<file path="config.mk">
export PLATFORM = sky130hd
export DESIGN_NAME = id_stage
export DESIGN_NICKNAME = d
export VERILOG_FILES = /design/src/common/la_decode_pkg.sv /design/src/hw/decoder/excp_resolve.sv /design/src/hw/decoder/opcode_decode.sv /design/src/hw/decoder/operand_extract.sv /design/src/hw/id_stage.sv /design/src/hw/id_stage_reg.sv
export SDC_FILE = /design/constraint.sdc
export NUM_CORES = 1
export LEC_CHECK = 0
export ABC_AREA = 0
export BUFFER_PORTS_ARGS = -buffer_cell sky130_fd_sc_hd__buf_4
export CAP_MARGIN = 0
export CORE_MARGIN = 2
export CORE_UTILIZATION = 45
export CTS_BUF_LIST = sky130_fd_sc_hd__clkbuf_2 sky130_fd_sc_hd__clkbuf_4 sky130_fd_sc_hd__clkbuf_8
export DETAILED_ROUTE_END_ITERATION = 12
export PLACE_DENSITY_LB_ADDON = 0.25
export SLEW_MARGIN = 20
export SYNTH_ARGS = -nofsm -noshare
export SYNTH_HDL_FRONTEND = slang
export SYNTH_SLANG_ARGS = --single-unit
export TNS_END_PERCENT = 1
</file>
<file path="constraint.sdc">
create_clock -name clk -period 0.8 [get_ports clk]
set_input_delay 0.08 -clock clk [delete_from_list [all_inputs] [get_ports clk]]
set_output_delay 0.08 -clock clk [all_outputs]
set_load 0.05 [all_outputs]
</file>
<file path="src/common/la_decode_pkg.sv">
package la_decode_pkg;

    // Major opcode and function fields in one group per instruction format
    localparam logic [16:0] OP_ADD_W  = 17'h00020;   // 3R at ir[31:15]
    localparam logic [16:0] OP_SUB_W  = 17'h00022;
    localparam logic [16:0] OP_SLT    = 17'h00024;
    localparam logic [16:0] OP_SLTU   = 17'h00025;
    localparam logic [16:0] OP_NOR    = 17'h00028;
    localparam logic [16:0] OP_AND    = 17'h00029;
    localparam logic [16:0] OP_OR     = 17'h0002a;
    localparam logic [16:0] OP_XOR    = 17'h0002b;
    localparam logic [16:0] OP_SLL_W  = 17'h0002e;
    localparam logic [16:0] OP_SRL_W  = 17'h0002f;
    localparam logic [16:0] OP_SRA_W  = 17'h00030;
    localparam logic [16:0] OP_BREAK  = 17'h00054;
    localparam logic [16:0] OP_SYSCALL = 17'h00056;
    localparam logic [16:0] OP_SLLI_W = 17'h00081;   // 2R + ui5
    localparam logic [16:0] OP_SRLI_W = 17'h00089;
    localparam logic [16:0] OP_SRAI_W = 17'h00091;

    localparam logic [9:0] OP_SLTI   = 10'h008;      // 2R + si12 at ir[31:22]
    localparam logic [9:0] OP_SLTUI  = 10'h009;
    localparam logic [9:0] OP_ADDI_W = 10'h00a;
    localparam logic [9:0] OP_ANDI   = 10'h00d;
    localparam logic [9:0] OP_ORI    = 10'h00e;
    localparam logic [9:0] OP_XORI   = 10'h00f;
    localparam logic [9:0] OP_LD_B   = 10'h0a0;
    localparam logic [9:0] OP_LD_H   = 10'h0a1;
    localparam logic [9:0] OP_LD_W   = 10'h0a2;
    localparam logic [9:0] OP_ST_B   = 10'h0a4;
    localparam logic [9:0] OP_ST_H   = 10'h0a5;
    localparam logic [9:0] OP_ST_W   = 10'h0a6;
    localparam logic [9:0] OP_LD_BU  = 10'h0a8;
    localparam logic [9:0] OP_LD_HU  = 10'h0a9;

    localparam logic [6:0] OP_LU12I_W    = 7'h0a;   // 1R + si20 at ir[31:25]
    localparam logic [6:0] OP_PCADDU12I  = 7'h0e;

    localparam logic [5:0] OP_JIRL = 6'h13;          // ir[31:26]
    localparam logic [5:0] OP_B    = 6'h14;
    localparam logic [5:0] OP_BL   = 6'h15;
    localparam logic [5:0] OP_BEQ  = 6'h16;
    localparam logic [5:0] OP_BNE  = 6'h17;
    localparam logic [5:0] OP_BLT  = 6'h18;
    localparam logic [5:0] OP_BGE  = 6'h19;
    localparam logic [5:0] OP_BLTU = 6'h1a;
    localparam logic [5:0] OP_BGEU = 6'h1b;

    localparam logic [5:0] ECODE_ADE = 6'd8;
    localparam logic [5:0] ECODE_SYS = 6'd11;
    localparam logic [5:0] ECODE_BRK = 6'd12;
    localparam logic [5:0] ECODE_INE = 6'd13;
    localparam logic       ESUB_ADEM = 1'b1;

    // sub_op codes whose meaning depends on the unit class
    localparam logic [2:0] SUB_B     = 3'd0;
    localparam logic [2:0] SUB_BEQ   = 3'd1;
    localparam logic [2:0] SUB_BNE   = 3'd2;
    localparam logic [2:0] SUB_BLT   = 3'd3;
    localparam logic [2:0] SUB_BGE   = 3'd4;
    localparam logic [2:0] SUB_BLTU  = 3'd5;
    localparam logic [2:0] SUB_BGEU  = 3'd6;
    localparam logic [2:0] SUB_LD_B  = 3'd0;
    localparam logic [2:0] SUB_LD_H  = 3'd1;
    localparam logic [2:0] SUB_LD_W  = 3'd2;
    localparam logic [2:0] SUB_ST_B  = 3'd3;
    localparam logic [2:0] SUB_ST_H  = 3'd4;
    localparam logic [2:0] SUB_ST_W  = 3'd5;
    localparam logic [2:0] SUB_LD_BU = 3'd6;
    localparam logic [2:0] SUB_LD_HU = 3'd7;
    localparam logic [2:0] SUB_JIRL  = 3'd0;
    localparam logic [2:0] SUB_BL    = 3'd1;

    typedef enum logic [2:0] {
        UNIT_ALU, UNIT_BRANCH, UNIT_LINK, UNIT_MEM, UNIT_EXCP
    } unit_e;

    typedef enum logic [3:0] {
        ALU_AND = 4'd0, ALU_OR = 4'd1, ALU_NOR = 4'd2, ALU_XOR = 4'd3,
        ALU_ADD = 4'd4, ALU_SUB = 4'd5, ALU_SLL = 4'd6, ALU_SRL = 4'd7,
        ALU_SRA = 4'd8, ALU_SLT = 4'd9, ALU_SLTU = 4'd10, ALU_PASS_B = 4'd12
    } alu_op_e;

    typedef enum logic [1:0] {
        SRC2_REG = 2'd0, SRC2_IMM = 2'd1, SRC2_CMP_REG = 2'd2, SRC2_FOUR = 2'd3
    } src2_e;

    typedef enum logic [2:0] {
        IMM_NONE, IMM_UI5, IMM_SI12, IMM_UI12, IMM_SI20_HI, IMM_OFFS16, IMM_OFFS26
    } imm_fmt_e;

    typedef union packed {
        struct packed { logic [16:0] op; logic [4:0] rk;  logic [4:0] rj; logic [4:0] rd; } r3;
        struct packed { logic [16:0] op; logic [4:0] ui5; logic [4:0] rj; logic [4:0] rd; } r2i5;
        struct packed { logic [9:0] op; logic [11:0] i12; logic [4:0] rj; logic [4:0] rd; } r2i12;
        struct packed { logic [5:0] op; logic [15:0] i16; logic [4:0] rj; logic [4:0] rd; } r2i16;
        struct packed { logic [6:0] op; logic [19:0] i20; logic [4:0] rd; } r1i20;
        struct packed { logic [5:0] op; logic [15:0] offs_lo; logic [9:0] offs_hi; } i26;
    } inst_u;

    typedef struct packed {
        unit_e      unit;
        alu_op_e    alu_op;
        logic [2:0] sub_op;
        logic       reg_write;
        logic       mem_read;
        logic       mem_write;
        logic       pc_branch;
        logic       src1_pc;
        src2_e      src2;
    } decode_ctrl_t;

    typedef struct packed {
        logic [4:0]  rj;
        logic [4:0]  rk;
        logic [4:0]  rd;
        logic [31:0] imm;
    } operands_t;

    typedef struct packed {
        logic [5:0] ecode;
        logic       esub;
    } excp_t;

endpackage

</file>
<file path="src/hw/decoder/excp_resolve.sv">
`timescale 1ns/100ps

module excp_resolve (
    input  la_decode_pkg::decode_ctrl_t dec_ctrl,
    input  la_decode_pkg::operands_t    dec_ops,
    input  la_decode_pkg::excp_t        sw_excp,
    input  logic [31:0]                 pc,
    input  logic [1:0]                  plv,
    output la_decode_pkg::decode_ctrl_t ctrl,
    output la_decode_pkg::operands_t    ops,
    output la_decode_pkg::excp_t        excp
);

    logic adef;
    logic adem;

    assign adef = |pc[1:0];                      // Misaligned fetch
    assign adem = pc[31] && (plv != 2'd0);       // Upper half needs PLV0

    always_comb
    begin
        ctrl = dec_ctrl;
        ops  = dec_ops;
        excp = sw_excp;
        if (adef || adem)
        begin
            ctrl       = '0;
            ctrl.unit  = la_decode_pkg::UNIT_EXCP;
            ops        = '0;
            excp.ecode = la_decode_pkg::ECODE_ADE;
            excp.esub  = adef ? 1'b0 : la_decode_pkg::ESUB_ADEM;   // ADEF has priority
        end
    end

endmodule

</file>
<file path="src/hw/decoder/opcode_decode.sv">
`timescale 1ns/100ps

module opcode_decode (
    input  la_decode_pkg::inst_u        ir,
    output la_decode_pkg::decode_ctrl_t ctrl,
    output la_decode_pkg::imm_fmt_e     imm_fmt,
    output la_decode_pkg::excp_t        sw_excp
);

    function automatic la_decode_pkg::decode_ctrl_t alu_ctrl(
        input la_decode_pkg::alu_op_e op,
        input logic                   use_imm
    );
        la_decode_pkg::decode_ctrl_t c;
        c           = '0;
        c.unit      = la_decode_pkg::UNIT_ALU;
        c.alu_op    = op;
        c.reg_write = 1'b1;
        c.src2      = use_imm ? la_decode_pkg::SRC2_IMM : la_decode_pkg::SRC2_REG;
        return c;
    endfunction

    function automatic la_decode_pkg::decode_ctrl_t mem_ctrl(
        input logic [2:0] size,
        input logic       load
    );
        la_decode_pkg::decode_ctrl_t c;
        c           = '0;
        c.unit      = la_decode_pkg::UNIT_MEM;
        c.sub_op    = size;
        c.reg_write = load;
        c.mem_read  = load;
        c.mem_write = !load;
        return c;
    endfunction

    function automatic la_decode_pkg::decode_ctrl_t br_ctrl(
        input la_decode_pkg::alu_op_e op,
        input logic [2:0]             cond
    );
        la_decode_pkg::decode_ctrl_t c;
        c           = '0;
        c.unit      = la_decode_pkg::UNIT_BRANCH;
        c.alu_op    = op;                         // Compare op for the condition
        c.sub_op    = cond;
        c.pc_branch = 1'b1;
        c.src2      = la_decode_pkg::SRC2_CMP_REG;
        return c;
    endfunction

    function automatic la_decode_pkg::decode_ctrl_t link_ctrl(input logic [2:0] kind);
        la_decode_pkg::decode_ctrl_t c;
        c           = '0;
        c.unit      = la_decode_pkg::UNIT_LINK;
        c.alu_op    = la_decode_pkg::ALU_ADD;     // Link value is pc + 4
        c.sub_op    = kind;
        c.reg_write = 1'b1;
        c.pc_branch = 1'b1;
        c.src1_pc   = 1'b1;
        c.src2      = la_decode_pkg::SRC2_FOUR;
        return c;
    endfunction

    always_comb
    begin
        ctrl          = '0;
        ctrl.unit     = la_decode_pkg::UNIT_EXCP;  // Undecoded words fall to INE
        imm_fmt       = la_decode_pkg::IMM_NONE;
        sw_excp.ecode = la_decode_pkg::ECODE_INE;
        sw_excp.esub  = 1'b0;

        case (ir.r3.op)
            la_decode_pkg::OP_ADD_W:   ctrl = alu_ctrl(la_decode_pkg::ALU_ADD, 1'b0);
            la_decode_pkg::OP_SUB_W:   ctrl = alu_ctrl(la_decode_pkg::ALU_SUB, 1'b0);
            la_decode_pkg::OP_SLT:     ctrl = alu_ctrl(la_decode_pkg::ALU_SLT, 1'b0);
            la_decode_pkg::OP_SLTU:    ctrl = alu_ctrl(la_decode_pkg::ALU_SLTU, 1'b0);
            la_decode_pkg::OP_NOR:     ctrl = alu_ctrl(la_decode_pkg::ALU_NOR, 1'b0);
            la_decode_pkg::OP_AND:     ctrl = alu_ctrl(la_decode_pkg::ALU_AND, 1'b0);
            la_decode_pkg::OP_OR:      ctrl = alu_ctrl(la_decode_pkg::ALU_OR, 1'b0);
            la_decode_pkg::OP_XOR:     ctrl = alu_ctrl(la_decode_pkg::ALU_XOR, 1'b0);
            la_decode_pkg::OP_SLL_W:   ctrl = alu_ctrl(la_decode_pkg::ALU_SLL, 1'b0);
            la_decode_pkg::OP_SRL_W:   ctrl = alu_ctrl(la_decode_pkg::ALU_SRL, 1'b0);
            la_decode_pkg::OP_SRA_W:   ctrl = alu_ctrl(la_decode_pkg::ALU_SRA, 1'b0);
            la_decode_pkg::OP_SYSCALL: sw_excp.ecode = la_decode_pkg::ECODE_SYS;
            la_decode_pkg::OP_BREAK:   sw_excp.ecode = la_decode_pkg::ECODE_BRK;
            la_decode_pkg::OP_SLLI_W:  ctrl = alu_ctrl(la_decode_pkg::ALU_SLL, 1'b1);
            la_decode_pkg::OP_SRLI_W:  ctrl = alu_ctrl(la_decode_pkg::ALU_SRL, 1'b1);
            la_decode_pkg::OP_SRAI_W:  ctrl = alu_ctrl(la_decode_pkg::ALU_SRA, 1'b1);
            default: ;
        endcase
        if (ir.r3.op inside {la_decode_pkg::OP_SLLI_W, la_decode_pkg::OP_SRLI_W,
                             la_decode_pkg::OP_SRAI_W})
            imm_fmt = la_decode_pkg::IMM_UI5;

        case (ir.r2i12.op)
            la_decode_pkg::OP_SLTI:   ctrl = alu_ctrl(la_decode_pkg::ALU_SLT, 1'b1);
            la_decode_pkg::OP_SLTUI:  ctrl = alu_ctrl(la_decode_pkg::ALU_SLTU, 1'b1);
            la_decode_pkg::OP_ADDI_W: ctrl = alu_ctrl(la_decode_pkg::ALU_ADD, 1'b1);
            la_decode_pkg::OP_ANDI:   ctrl = alu_ctrl(la_decode_pkg::ALU_AND, 1'b1);
            la_decode_pkg::OP_ORI:    ctrl = alu_ctrl(la_decode_pkg::ALU_OR, 1'b1);
            la_decode_pkg::OP_XORI:   ctrl = alu_ctrl(la_decode_pkg::ALU_XOR, 1'b1);
            la_decode_pkg::OP_LD_B:   ctrl = mem_ctrl(la_decode_pkg::SUB_LD_B, 1'b1);
            la_decode_pkg::OP_LD_H:   ctrl = mem_ctrl(la_decode_pkg::SUB_LD_H, 1'b1);
            la_decode_pkg::OP_LD_W:   ctrl = mem_ctrl(la_decode_pkg::SUB_LD_W, 1'b1);
            la_decode_pkg::OP_ST_B:   ctrl = mem_ctrl(la_decode_pkg::SUB_ST_B, 1'b0);
            la_decode_pkg::OP_ST_H:   ctrl = mem_ctrl(la_decode_pkg::SUB_ST_H, 1'b0);
            la_decode_pkg::OP_ST_W:   ctrl = mem_ctrl(la_decode_pkg::SUB_ST_W, 1'b0);
            la_decode_pkg::OP_LD_BU:  ctrl = mem_ctrl(la_decode_pkg::SUB_LD_BU, 1'b1);
            la_decode_pkg::OP_LD_HU:  ctrl = mem_ctrl(la_decode_pkg::SUB_LD_HU, 1'b1);
            default: ;
        endcase
        if (ir.r2i12.op inside {la_decode_pkg::OP_ANDI, la_decode_pkg::OP_ORI,
                                la_decode_pkg::OP_XORI})
            imm_fmt = la_decode_pkg::IMM_UI12;          // Logic ops zero-extend
        else if (ctrl.unit == la_decode_pkg::UNIT_MEM || ir.r2i12.op inside
                 {la_decode_pkg::OP_SLTI, la_decode_pkg::OP_SLTUI, la_decode_pkg::OP_ADDI_W})
            imm_fmt = la_decode_pkg::IMM_SI12;

        if (ir.r1i20.op == la_decode_pkg::OP_LU12I_W)
        begin
            ctrl    = alu_ctrl(la_decode_pkg::ALU_PASS_B, 1'b1);
            imm_fmt = la_decode_pkg::IMM_SI20_HI;
        end
        if (ir.r1i20.op == la_decode_pkg::OP_PCADDU12I)
        begin
            ctrl         = alu_ctrl(la_decode_pkg::ALU_ADD, 1'b1);
            ctrl.src1_pc = 1'b1;
            imm_fmt      = la_decode_pkg::IMM_SI20_HI;
        end

        case (ir.i26.op)
            la_decode_pkg::OP_JIRL: ctrl = link_ctrl(la_decode_pkg::SUB_JIRL);
            la_decode_pkg::OP_BL:   ctrl = link_ctrl(la_decode_pkg::SUB_BL);
            la_decode_pkg::OP_B:    ctrl = br_ctrl(la_decode_pkg::ALU_AND, la_decode_pkg::SUB_B);
            la_decode_pkg::OP_BEQ:  ctrl = br_ctrl(la_decode_pkg::ALU_SUB, la_decode_pkg::SUB_BEQ);
            la_decode_pkg::OP_BNE:  ctrl = br_ctrl(la_decode_pkg::ALU_SUB, la_decode_pkg::SUB_BNE);
            la_decode_pkg::OP_BLT:  ctrl = br_ctrl(la_decode_pkg::ALU_SLT, la_decode_pkg::SUB_BLT);
            la_decode_pkg::OP_BGE:  ctrl = br_ctrl(la_decode_pkg::ALU_SLT, la_decode_pkg::SUB_BGE);
            la_decode_pkg::OP_BLTU: ctrl = br_ctrl(la_decode_pkg::ALU_SLTU, la_decode_pkg::SUB_BLTU);
            la_decode_pkg::OP_BGEU: ctrl = br_ctrl(la_decode_pkg::ALU_SLTU, la_decode_pkg::SUB_BGEU);
            default: ;
        endcase
        if (ir.i26.op == la_decode_pkg::OP_B || ir.i26.op == la_decode_pkg::OP_BL)
            imm_fmt = la_decode_pkg::IMM_OFFS26;
        else if (ctrl.pc_branch)
            imm_fmt = la_decode_pkg::IMM_OFFS16;         // JIRL and conditional branches

        if (ctrl.unit != la_decode_pkg::UNIT_EXCP)
            sw_excp = '0;
    end

endmodule

</file>
<file path="src/hw/decoder/operand_extract.sv">
`timescale 1ns/100ps

module operand_extract (
    input  la_decode_pkg::inst_u     ir,
    input  la_decode_pkg::imm_fmt_e  imm_fmt,
    output la_decode_pkg::operands_t ops
);

    logic is_reg3;
    logic is_bl;

    // 3R words carry no immediate but use all three register fields
    assign is_reg3 = ir.r3.op inside {
        la_decode_pkg::OP_ADD_W, la_decode_pkg::OP_SUB_W, la_decode_pkg::OP_SLT,
        la_decode_pkg::OP_SLTU, la_decode_pkg::OP_NOR, la_decode_pkg::OP_AND,
        la_decode_pkg::OP_OR, la_decode_pkg::OP_XOR, la_decode_pkg::OP_SLL_W,
        la_decode_pkg::OP_SRL_W, la_decode_pkg::OP_SRA_W};
    assign is_bl = (ir.i26.op == la_decode_pkg::OP_BL);

    always_comb
    begin
        ops = '0;
        case (imm_fmt)
            la_decode_pkg::IMM_NONE:
                if (is_reg3)
                begin
                    ops.rk = ir.r3.rk;
                    ops.rj = ir.r3.rj;
                    ops.rd = ir.r3.rd;
                end
            la_decode_pkg::IMM_UI5:
            begin
                ops.rj  = ir.r2i5.rj;
                ops.rd  = ir.r2i5.rd;
                ops.imm = {27'd0, ir.r2i5.ui5};
            end
            la_decode_pkg::IMM_SI12, la_decode_pkg::IMM_UI12:
            begin
                ops.rj  = ir.r2i12.rj;
                ops.rd  = ir.r2i12.rd;
                ops.imm = {{20{ir.r2i12.i12[11] && imm_fmt == la_decode_pkg::IMM_SI12}},
                           ir.r2i12.i12};
            end
            la_decode_pkg::IMM_SI20_HI:
            begin
                ops.rd  = ir.r1i20.rd;
                ops.imm = {ir.r1i20.i20, 12'd0};
            end
            la_decode_pkg::IMM_OFFS16:
            begin
                ops.rj  = ir.r2i16.rj;
                ops.rd  = ir.r2i16.rd;
                ops.imm = {{14{ir.r2i16.i16[15]}}, ir.r2i16.i16, 2'b00};
            end
            la_decode_pkg::IMM_OFFS26:
            begin
                ops.rd  = is_bl ? 5'd1 : 5'd0;          // BL links into r1
                ops.imm = {{4{ir.i26.offs_hi[9]}}, ir.i26.offs_hi, ir.i26.offs_lo, 2'b00};
            end
            default: ;
        endcase
    end

endmodule

</file>
<file path="src/hw/id_stage.sv">
`timescale 1ns/100ps

module id_stage (
    input  logic                        clk,
    input  logic                        rst_n,
    input  logic                        in_valid,
    input  la_decode_pkg::inst_u        ir,
    input  logic [31:0]                 pc,
    input  logic [1:0]                  plv,
    output logic                        out_valid,
    output la_decode_pkg::decode_ctrl_t ctrl,
    output la_decode_pkg::operands_t    ops,
    output la_decode_pkg::excp_t        excp
);

    la_decode_pkg::decode_ctrl_t dec_ctrl;
    la_decode_pkg::imm_fmt_e     imm_fmt;
    la_decode_pkg::excp_t        sw_excp;
    la_decode_pkg::operands_t    dec_ops;
    la_decode_pkg::decode_ctrl_t fin_ctrl;
    la_decode_pkg::operands_t    fin_ops;
    la_decode_pkg::excp_t        fin_excp;

    opcode_decode i_opcode_decode (
        .ir      (ir),
        .ctrl    (dec_ctrl),
        .imm_fmt (imm_fmt),
        .sw_excp (sw_excp)
    );

    operand_extract i_operand_extract (
        .ir      (ir),
        .imm_fmt (imm_fmt),
        .ops     (dec_ops)
    );

    excp_resolve i_excp_resolve (
        .dec_ctrl (dec_ctrl),
        .dec_ops  (dec_ops),
        .sw_excp  (sw_excp),
        .pc       (pc),
        .plv      (plv),
        .ctrl     (fin_ctrl),
        .ops      (fin_ops),
        .excp     (fin_excp)
    );

    id_stage_reg i_id_stage_reg (
        .clk       (clk),
        .rst_n     (rst_n),
        .in_valid  (in_valid),
        .d_ctrl    (fin_ctrl),
        .d_ops     (fin_ops),
        .d_excp    (fin_excp),
        .out_valid (out_valid),
        .ctrl      (ctrl),
        .ops       (ops),
        .excp      (excp)
    );

endmodule

</file>
<file path="src/hw/id_stage_reg.sv">
`timescale 1ns/100ps

module id_stage_reg (
    input  logic                        clk,
    input  logic                        rst_n,
    input  logic                        in_valid,
    input  la_decode_pkg::decode_ctrl_t d_ctrl,
    input  la_decode_pkg::operands_t    d_ops,
    input  la_decode_pkg::excp_t        d_excp,
    output logic                        out_valid,
    output la_decode_pkg::decode_ctrl_t ctrl,
    output la_decode_pkg::operands_t    ops,
    output la_decode_pkg::excp_t        excp
);

    always_ff @(posedge clk or negedge rst_n)
    begin
        if (!rst_n)
        begin
            out_valid <= 1'b0;
            ctrl      <= '0;
            ops       <= '0;
            excp      <= '0;
        end
        else
        begin
            out_valid <= in_valid;
            ctrl      <= in_valid ? d_ctrl : '0;   // Bubble reads as all zero
            ops       <= in_valid ? d_ops  : '0;
            excp      <= in_valid ? d_excp : '0;
        end
    end

endmodule

</file>
==> results of run 1 <==
## cell type report
type                    instances  area share (%)
inverters                       4           0.260
well taps                     102            2.21
clock buffers                  10            2.28
flip-flops and latches         69            29.9
clock inverters                 6            1.52
repair buffers                216            34.6
multi-input cells             241            29.2
## metrics by stage
| stage | instances | utilization [%] | area, µm² |
|---|---|---|---|
| after detailed placement | 619 | 66.2 | 5040 |
| after global routing | 648 | 75.8 | 5770 |
| after CTS | 648 | 75.5 | 5740 |
| after global placement | 619 | 66.2 | 5040 |
| final | 648 | 75.8 | 5770 |
| after floorplan | 343 | - | 3480 |
## worst max-delay path: stages
cell	delay (ps)
buf_4	120
nand2b_1	160
a211oi_2	510
buf_4	250
nand2_1	90
o21a_1	220
a21boi_4	180
a21oi_2	130
## synth_stat cells (2+ instances only)
cell type  count  area (µm²)
o31ai_1        2        15.0
dfrtp_1       69        1730
nand2b_1       7        43.8
o32ai_1        2        17.5
nor3_1         6        30.0
or2_2          3        18.8
nand4b_1       3        26.3
a21oi_2       19         166
a31oi_1        2        12.5
a221oi_1       2        17.5
nor2b_1       12        75.1
a21o_1         2        15.0
inv_1          4        15.0
a211oi_1       2        15.0
a22oi_1       27         203
and3_1         7        43.8
buf_6          5        56.3
a21oi_1       16        80.1
clkbuf_1      19        71.3
nand3b_1       3        22.5
o22ai_1        3        18.8
nand2_1       24        90.1
and4_1         2        17.5
nand3_1        5        25.0
nor4_1         5        31.3
buf_4          3        22.5
and2_1         9        56.3
o21ai_0        6        30.0
o211ai_1       3        22.5
or2_1          2        12.5
nor2_1        37         139
o21a_1         2        15.0
xor2_1         2        17.5
nor3_2         2        20.0
## sequential cells by signal, summed over array words and instances, names as in the netlist
signal                    cells
i_id_stage_reg.ctrl          16
i_id_stage_reg.excp           5
i_id_stage_reg.ops           47
i_id_stage_reg.out_valid      1
## per-layer routing
metal / up-vias / share of wire (%) / wire length (µm) / track usage, %
li1: 1627 / - / - / -
met1: 1693 / 40 / 4430 / 34.0
met2: 159 / 52 / 5690 / 49.0
met3: 25 / 6.1 / 673 / 4.77
met4: 0 / 1.9 / 213 / 7.84
met5: - / 0 / 0 / 0
## what timing repair did
item	in CTS	in global routing
hold buffers	13	0
hold endpoints to repair	81	0
pin swaps	11	2
setup endpoints to repair	137	137
resized for setup	91	5
## power groups by stage
stage / logic [mW] / registers, mW / clock network [mW]
2_1_floorplan: 0.439 / 3.66 / 0
3_3_place_gp: 1.21 / 3.58 / 0
3_5_place_dp: 1.23 / 3.58 / 0
4_1_cts: 1.34 / 3.52 / 3.18
5_1_grt: 1.46 / 3.52 / 3.35
6_report: 1.37 / 3.52 / 3.12
## cells by family (layout without fill, tap and decap cells)
logic type                Yosys count  after routing  share of synthesized area (%)
other                               1              2                          0.108
xor gates and xnor gates            3              3                          0.758
and+or+nand+nor                   135            135                           21.5
AOI/OAI and AO/OA                 101            101                           22.8
DFF                                69             69                           49.8
buffers and inverters              33            236                           5.02
## how the worst max path moves through the flow
stage	from	to	slack, ps	cells past startpoint
final	ir[31]	i_id_stage_reg.ops[29]$_DFF_PN0_	-670	8
after global routing	ir[26]	i_id_stage_reg.ops[34]$_DFF_PN0_	-750	7
after CTS	ir[26]	i_id_stage_reg.ops[34]$_DFF_PN0_	-670	7
after detailed placement	ir[28]	i_id_stage_reg.ops[34]$_DFF_PN0_	-1110	7
after global placement	ir[16]	i_id_stage_reg.ops[33]$_DFF_PN0_	-1080	8
after floorplan	ir[28]	i_id_stage_reg.ops[17]$_DFF_PN0_	-950	8
==> flow_metrics.py, run 1 <==
metrics = {
    "synthesis": {
        "yosys_warnings": 0,
        "ys.flop_type": "dfrtp_1",
        "seq_area_frac_synth_pct": 49.8,
        "synthCells": 342,
        "synth_edf_count": 0,
        "synth_area_per_cell_um2": 10.1,
        "synth_seq_cells": 69,
        "async_flop_share_pct": 100,
        "synth_area_um2": 3470,
        "ys_types": 59,
    },
    "power_and_ir_drop": {
        "power.density_nw_per_um2": 1390,
        "p_comb_share_pct": 17.1,
        "switching_share_pct": 25.9,
        "switching_power_mw": 2.08,
        "seqPwrFrac_pct": 43.9,
        "power_mw": 8.01,
        "leakage_nw": 2.69,
        "clockPowerShare_pct": 39.0,
        "peakVddDrop_uv": 889,
        "p_int_mw": 5.93,
    },
    "cts": {
        "path_clk_slew_ps": 80,
        "cts_tree": "yes",
        "clockBufferDepth": 2,
        "clockRootBuffer": "clkbuf_8",
        "cts_buffers": 9,
        "clock-sinks": 69,
        "post_cts_buffers": 0,
        "ctsHtreeMaxLevel": 3,
    },
    "floorplan": {
        "die_h_um": 91.8,
        "io_pins": 141,
        "initial_utilization_pct": 45.6,
        "die_x_um": 91.8,
        "design.core.area_um2": 7610,
        "die-area_um2": 8420,
        "rows": 32,
    },
    "sta": {
        "rsz0062_at_grt": "yes",
        "finalHoldViolCount": 0,
        "tightest_slew_ps": 554,
        "setup_viol": 137,
        "slew_headroom_pct": 63.0,
        "setup_tns_ps": -46620,
        "slew_viol_final": 0,
        "timing.final.crit_share_pct": 184,
        "fmax_ghz": 0.679,
        "hold_slack_ps": 15.6,
        "finalCriticalPeriod_ps": 1470,
        "fin_ws_ps": -674,
    },
    "place": {
        "portBuffers": 109,
        "gp_congestion": 0.910,
        "place_ws_ps": -1110,
        "hpwl_um": 7920,
    },
    "cells_and_area": {
        "drive_gt1_share_pct": 49.8,
        "final_net_count": 610,
        "area_growth_pct": 66.4,
        "final_common_cell": "buf_4",
        "num_antenna_cells": 0,
        "multiInputGateArea_um2": 1690,
        "fill_cells": 518,
        "seqCellArea_um2": 1730,
        "mostFrequentLayoutCells": "buf_4, buf_6, dfrtp_1",
    },
    "route": {
        "firstDrtPassIters": 5,
        "drc": 0,
        "drt-initial-drc-count": 157,
        "wl_per_cell_um": 17.0,
        "vias": 3504,
        "viasPerCell": 5.41,
        "wl_um": 11000,
        "antenna_left": 0,
    },
    "global_routing": {
        "grt_max_degree": 34,
        "grt_pass1_wl_um": 18100,
        "antenna_found_initial": 0,
        "globalRoute.totalOverflow": 0,
        "grt_pass1_vias": 3614,
        "grtUsageTotal_pct": 27.4,
    },
    "setup_path": {
        "required_ps": 1080,
        "cp-start-kind": "input port",
        "worstPathMaxFanout": 6,
        "worstPathArrival_ps": 1750,
        "path_class": "input port to register",
        "endpoint_kind": "register",
    },
    "outcome": {
        "violations": "negative setup slack",
        "status": "complete, but fails checks",
    },
    "hold_path": {
        "min_to": "i_id_stage_reg.ops[46]$_DFF_PN0_",
        "hp-start": "ir[9]",
        "whs_path_depth": 2,
        "min_path_type": "input port to register",
    },
    "run": {
        "cap_violations": 0,
    },
}
Power figures use the tool's default switching activity.
==> run 2: changes to the inputs <==
--- a/config.mk
+++ b/config.mk
@@ -12,6 +12,7 @@
 export CORE_UTILIZATION = 45
 export CTS_BUF_LIST = sky130_fd_sc_hd__clkbuf_2 sky130_fd_sc_hd__clkbuf_4 sky130_fd_sc_hd__clkbuf_8
 export DETAILED_ROUTE_END_ITERATION = 12
+export HOLD_SLACK_MARGIN = 0.05
 export PLACE_DENSITY_LB_ADDON = 0.25
 export SLEW_MARGIN = 20
 export SYNTH_ARGS = -nofsm -noshare
==> run 2 against run 1 <==
Net effect: the flow still finishes with violations (negative setup slack); sequential share of layout area down 0.31 points; largest cell class unchanged; combinational power about the same; critical endpoint is now i_id_stage_reg.ops[34]$_DFF_PN0_; power up 0.69%; largest power group unchanged; die area unchanged; critical path depth shrank 1; routed wire length up 3.2%; design area rose by 1.0%; first-iteration DRC count up 17%; clock power hardly changed; final cell count up 0.93%.
==> flow_metrics.py, run 2 (synthesized netlist as in run 1, its figures left out) <==
metrics = {
    "cts": {
        "cts_buffers": 9,
        "post_cts_buffers": 0,
        "ctsHtreeMaxLevel": 3,
        "cts_tree": "yes",
        "clockBufferDepth": 2,
        "clock-sinks": 69,
        "clockRootBuffer": "clkbuf_8",
        "path_clk_slew_ps": 70,
    },
    "global_routing": {
        "grtUsageMet2_pct": 52.0,
        "met1_usage_pct": 34.5,
        "grtUsageTotal_pct": 28.4,
        "busiest_layer": "met2",
        "antenna_found_initial": 0,
        "use_met3_pct": 4.52,
        "grt_pass1_vias": 3695,
        "grt_max_degree": 34,
        "globalRoute.totalOverflow": 0,
        "grt_pass1_wl_um": 18700,
    },
    "setup_path": {
        "worstPathMaxFanout": 4,
        "worstPathArrival_ps": 1750,
        "path_class": "input port to register",
        "required_ps": 1080,
        "endpoint_kind": "register",
        "cp_cell_sequence": "buf_8 > or4_4 > nor3_4 > o221a_4 > nand3b_1 > or2_4 > and3_1",
        "cp-start-kind": "input port",
        "cpPeakStageDelay_ps": 580,
        "cpMaxStageDelayCell": "or4_4",
    },
    "floorplan": {
        "die_h_um": 91.8,
        "initial_utilization_pct": 45.6,
        "die-area_um2": 8420,
        "die_x_um": 91.8,
        "rows": 32,
        "io_pins": 141,
        "design.core.area_um2": 7610,
    },
    "power_and_ir_drop": {
        "switching_share_pct": 26.2,
        "clockPowerShare_pct": 39.1,
        "power_mw": 8.06,
        "p_int_mw": 5.95,
        "seqPwrFrac_pct": 43.6,
        "p_comb_share_pct": 17.3,
        "peakVddDrop_uv": 844,
        "leakage_nw": 2.71,
        "power.density_nw_per_um2": 1380,
        "switching_power_mw": 2.11,
    },
    "route": {
        "drt-initial-drc-count": 183,
        "wl_um": 11400,
        "antenna_left": 0,
        "viasPerCell": 5.45,
        "firstDrtPassIters": 6,
        "vias": 3565,
        "wl_per_cell_um": 17.4,
        "drc": 0,
    },
    "sta": {
        "finalHoldViolCount": 0,
        "fmax_ghz": 0.679,
        "setup_tns_ps": -46610,
        "slew_headroom_pct": 63.0,
        "slew_viol_final": 0,
        "fin_ws_ps": -674,
        "timing.final.crit_share_pct": 184,
        "tightest_slew_ps": 554,
        "finalCriticalPeriod_ps": 1470,
        "rsz0062_at_grt": "yes",
        "setup_viol": 137,
    },
    "cells_and_area": {
        "final_area_um2": 5830,
        "reg.largest.list": "i_id_stage_reg.ops: 47 flops, i_id_stage_reg.ctrl: 16 flops, i_id_stage_reg.excp: 5 flops",
        "fin_util_pct": 76.6,
        "final_cells": 654,
        "final_net_count": 616,
        "num_antenna_cells": 0,
        "fill_cells": 508,
        "seqCellArea_um2": 1730,
        "multiInputGateArea_um2": 1690,
        "top_register": "i_id_stage_reg.ops",
        "area_growth_pct": 68.2,
        "mostFrequentLayoutCells": "buf_4, buf_6, dfrtp_1",
        "largest_reg_flops": 47,
        "final_common_cell": "buf_4",
        "drive_gt1_share_pct": 49.3,
    },
    "place": {
        "gp_congestion": 0.910,
        "placed_area_um2": 5040,
        "portBuffers": 109,
        "dp_cells": 619,
        "hpwl_um": 7920,
    },
    "outcome": {
        "status": "complete, but fails checks",
        "violations": "negative setup slack",
    },
    "run": {
        "cap_violations": 0,
    },
    "hold_path": {
        "min_path_type": "input port to register",
    },
}
## run 2: cell types whose count changed in the layout (fill, tap and decap cells not counted)
cell	change
dlygate4sd3_1	+6
## run 2: path summary, 6_finish.rpt
path,startpoint,endpoint,depth (start not counted)
setup / recovery,ir[26],i_id_stage_reg.ops[34]$_DFF_PN0_,7
min in group asynchronous,rst_n,i_id_stage_reg.ops[18]$_DFF_PN0_,2
hold / removal,pc[31],i_id_stage_reg.excp[0]$_DFF_PN0_,3
max in group asynchronous,rst_n,i_id_stage_reg.ctrl[14]$_DFF_PN0_,3
## run 2: worst max-delay path: cells and delay by family
family | cells | cell delay [ps]
AOI/OAI and AO/OA | 1 | 240
buffers and inverters | 1 | 100
and+or+nand+nor | 5 | 1320
## run 2: metal layers
layer  routed length, µm  vias up
met5                   0        -
met1                4490     1740
met3                 621       19
li1                    -     1644
met4                 177        0
met2                6080      162
## run 2: per-stage QoR
step | hold slack [ps] | setup slack, ps
floorplan | -216 | -946
global placement | -42.2 | -1080
detailed placement | -42.0 | -1110
CTS | 26.5 | -670
global route | 62.2 | -747
finish | 55.1 | -674
## run 2: final cells by class
type                    instances  area share [%]
well taps                     102            2.19
flip-flops and latches         69            29.6
clock inverters                 6            1.50
multi-input cells             241            28.9
repair buffers                222            35.3
clock buffers                  10            2.25
inverters                       4           0.258
## run 2: power by group through the flow
stage	clock [mW]	sequential, mW	combinational [mW]
floorplan	0	3.66	0.439
global placement	0	3.58	1.21
detailed placement	0	3.58	1.23
CTS	3.18	3.52	1.36
global route	3.35	3.52	1.49
finish	3.15	3.52	1.40
## run 2: timing repair
| action | 4_1_cts | 5_1_grt |
|---|---|---|
| setup endpoints to repair | 137 | 137 |
| resized for setup | 91 | 5 |
| hold buffers | 19 | 0 |
| pin swaps | 11 | 2 |
| hold endpoints to repair | 92 | 0 |
| gates cloned | 0 | 0 |
==> run 3: changes to the inputs <==
--- a/config.mk
+++ b/config.mk
@@ -9,8 +9,9 @@
 export BUFFER_PORTS_ARGS = -buffer_cell sky130_fd_sc_hd__buf_4
 export CAP_MARGIN = 0
 export CORE_MARGIN = 2
-export CORE_UTILIZATION = 45
+export CORE_UTILIZATION = 40
 export CTS_BUF_LIST = sky130_fd_sc_hd__clkbuf_2 sky130_fd_sc_hd__clkbuf_4 sky130_fd_sc_hd__clkbuf_8
+export CTS_CLUSTER_DIAMETER = 30
 export DETAILED_ROUTE_END_ITERATION = 12
 export HOLD_SLACK_MARGIN = 0.05
 export PLACE_DENSITY_LB_ADDON = 0.25
==> run 3 against run 2 <==
Net effect: the flow still finishes with violations (negative setup slack); clock-buffer cell count increased by 3; sequential share of layout area decreased by 0.56 points; first-iteration DRC count increased by 13%; power increased by 6.3%; setup slack improved by 16 ps; die area increased by 12%; clock power increased by 15%; critical endpoint is now i_id_stage_reg.ctrl[16]$_DFF_PN0_; largest cell class unchanged.
==> flow_metrics.py, run 3 (synthesized netlist as in run 1, its figures left out) <==
metrics = {
    "global_routing": {
        "antenna_found_initial": 0,
        "grt_pass1_wl_um": 18000,
        "grt_max_degree": 38,
        "grtUsageTotal_pct": 23.9,
        "globalRoute.totalOverflow": 0,
        "grt_pass1_vias": 3517,
    },
    "power_and_ir_drop": {
        "power.density_nw_per_um2": 1440,
        "leakage_nw": 2.76,
        "power_mw": 8.58,
        "peakVddDrop_uv": 938,
    },
    "floorplan": {
        "die-area_um2": 9430,
        "io_pins": 141,
        "initial_utilization_pct": 41.8,
        "die_h_um": 97.1,
        "die_x_um": 97.1,
        "rows": 33,
        "design.core.area_um2": 8300,
    },
    "cells_and_area": {
        "reg.largest.list": "i_id_stage_reg.ops: 47 flops, i_id_stage_reg.ctrl: 16 flops, i_id_stage_reg.excp: 5 flops",
        "num_antenna_cells": 0,
        "area_growth_pct": 71.4,
        "final_common_cell": "buf_4",
        "top_register": "i_id_stage_reg.ops",
        "fill_cells": 604,
        "drive_gt1_share_pct": 50.0,
        "largest_reg_flops": 47,
        "mostFrequentLayoutCells": "buf_4, buf_6, dfrtp_1",
        "final_net_count": 616,
    },
    "setup_path": {
        "worstPathArrival_ps": 1680,
        "required_ps": 1020,
        "cp_cell_sequence": "buf_6 > or4_4 > nor3_4 > o221a_4 > nand3b_1 > o211ai_1 > and2_1",
        "endpoint_kind": "register",
        "path_class": "input port to register",
        "cpMaxStageDelayCell": "or4_4",
        "crit_start": "ir[26]",
        "cp-start-kind": "input port",
        "cp_top_family": "simple AND/OR/NAND/NOR gates",
        "critPathBufInv": 1,
        "cpPeakStageDelay_ps": 570,
        "worstPathMaxFanout": 4,
    },
    "place": {
        "place_ws_ps": -1110,
        "hpwl_um": 8110,
        "gp_congestion": 0.923,
        "portBuffers": 109,
    },
    "route": {
        "vias": 3447,
        "viasPerCell": 5.25,
        "wl_per_cell_um": 16.9,
        "drc": 0,
        "antenna_left": 0,
        "drt-initial-drc-count": 206,
        "firstDrtPassIters": 4,
        "wl_um": 11100,
    },
    "sta": {
        "tightest_slew_ps": 498,
        "finalCriticalPeriod_ps": 1460,
        "slew_viol_final": 0,
        "slew_headroom_pct": 66.4,
        "timing.final.crit_share_pct": 182,
        "setup_viol": 137,
        "finalHoldViolCount": 0,
        "fmax_ghz": 0.686,
        "rsz0062_at_grt": "yes",
        "fin_ws_ps": -658,
    },
    "hold_path": {
        "whs_path_depth": 3,
        "min_to": "i_id_stage_reg.ops[3]$_DFF_PN0_",
        "min_path_type": "input port to register",
        "hp-start": "ir[11]",
    },
    "cts": {
        "cts_tree": "yes",
        "clockRootBuffer": "clkbuf_8",
        "clock-sinks": 69,
        "ctsHtreeMaxLevel": 3,
        "path_clk_slew_ps": 70,
        "clockBufferDepth": 2,
        "cts_buffers": 9,
    },
    "run": {
        "cap_violations": 0,
    },
    "outcome": {
        "violations": "negative setup slack",
        "status": "complete, but fails checks",
    },
}
run 3: how the worst max path moves through the flow:
stage,to,cells after the start
after global routing,i_id_stage_reg.ctrl[16]$_DFF_PN0_,7
after floorplan,i_id_stage_reg.ops[17]$_DFF_PN0_,8
after detailed placement,i_id_stage_reg.ops[34]$_DFF_PN0_,8
after global placement,i_id_stage_reg.excp[4]$_DFF_PN0_,8
final,i_id_stage_reg.ctrl[16]$_DFF_PN0_,7
after CTS,i_id_stage_reg.ops[35]$_DFF_PN0_,7
run 3: per-stage QoR:
stage | hold WS, ps | util (%) | TNS [ps] | std cells | instance area, µm²
after CTS | 51.0 | 70.5 | -46660 | 657 | 5850
after floorplan | -216 | - | -51810 | 343 | 3480
final | 64.7 | 71.6 | -43680 | 657 | 5940
after global routing | 87.1 | 71.6 | -50150 | 657 | 5940
after detailed placement | -57.8 | 60.6 | -62480 | 621 | 5030
after global placement | -55.5 | 60.6 | -60690 | 621 | 5030
run 3: final cells by class:
class                           count  area (µm²)  share of cell area [%]
Tap cell                          105         131                    2.21
Clock buffer                       13         173                    2.91
Sequential cell                    69        1730                    29.1
Multi-Input combinational cell    241        1750                    29.5
Timing Repair Buffer              222        2050                    34.6
Clock inverter                      3        90.1                    1.52
Inverter                            4        15.0                   0.253
run 3: per-layer routing:
metal	wire length, µm	track usage [%]	part of all wire, %
met1	4740	31.6	43
met2	5570	40.4	50
met3	633	3.67	5.7
met4	183	7.80	1.6
met5	0	0	0
run 3: what timing repair did:
item,4_1_cts,5_1_grt
gates resized for setup,93,15
pin swaps,17,4
endpoints found under the hold margin,89,0
hold buffers,19,0
buffers inserted,1,0
endpoints found under the setup margin,137,138
run 3: where the power goes:
group	leakage [nW]	switching [mW]	internal (mW)	total, mW
clock network	0.133	1.27	2.36	3.63
logic	1.67	0.756	0.666	1.42
registers	0.956	0.0103	3.51	3.52
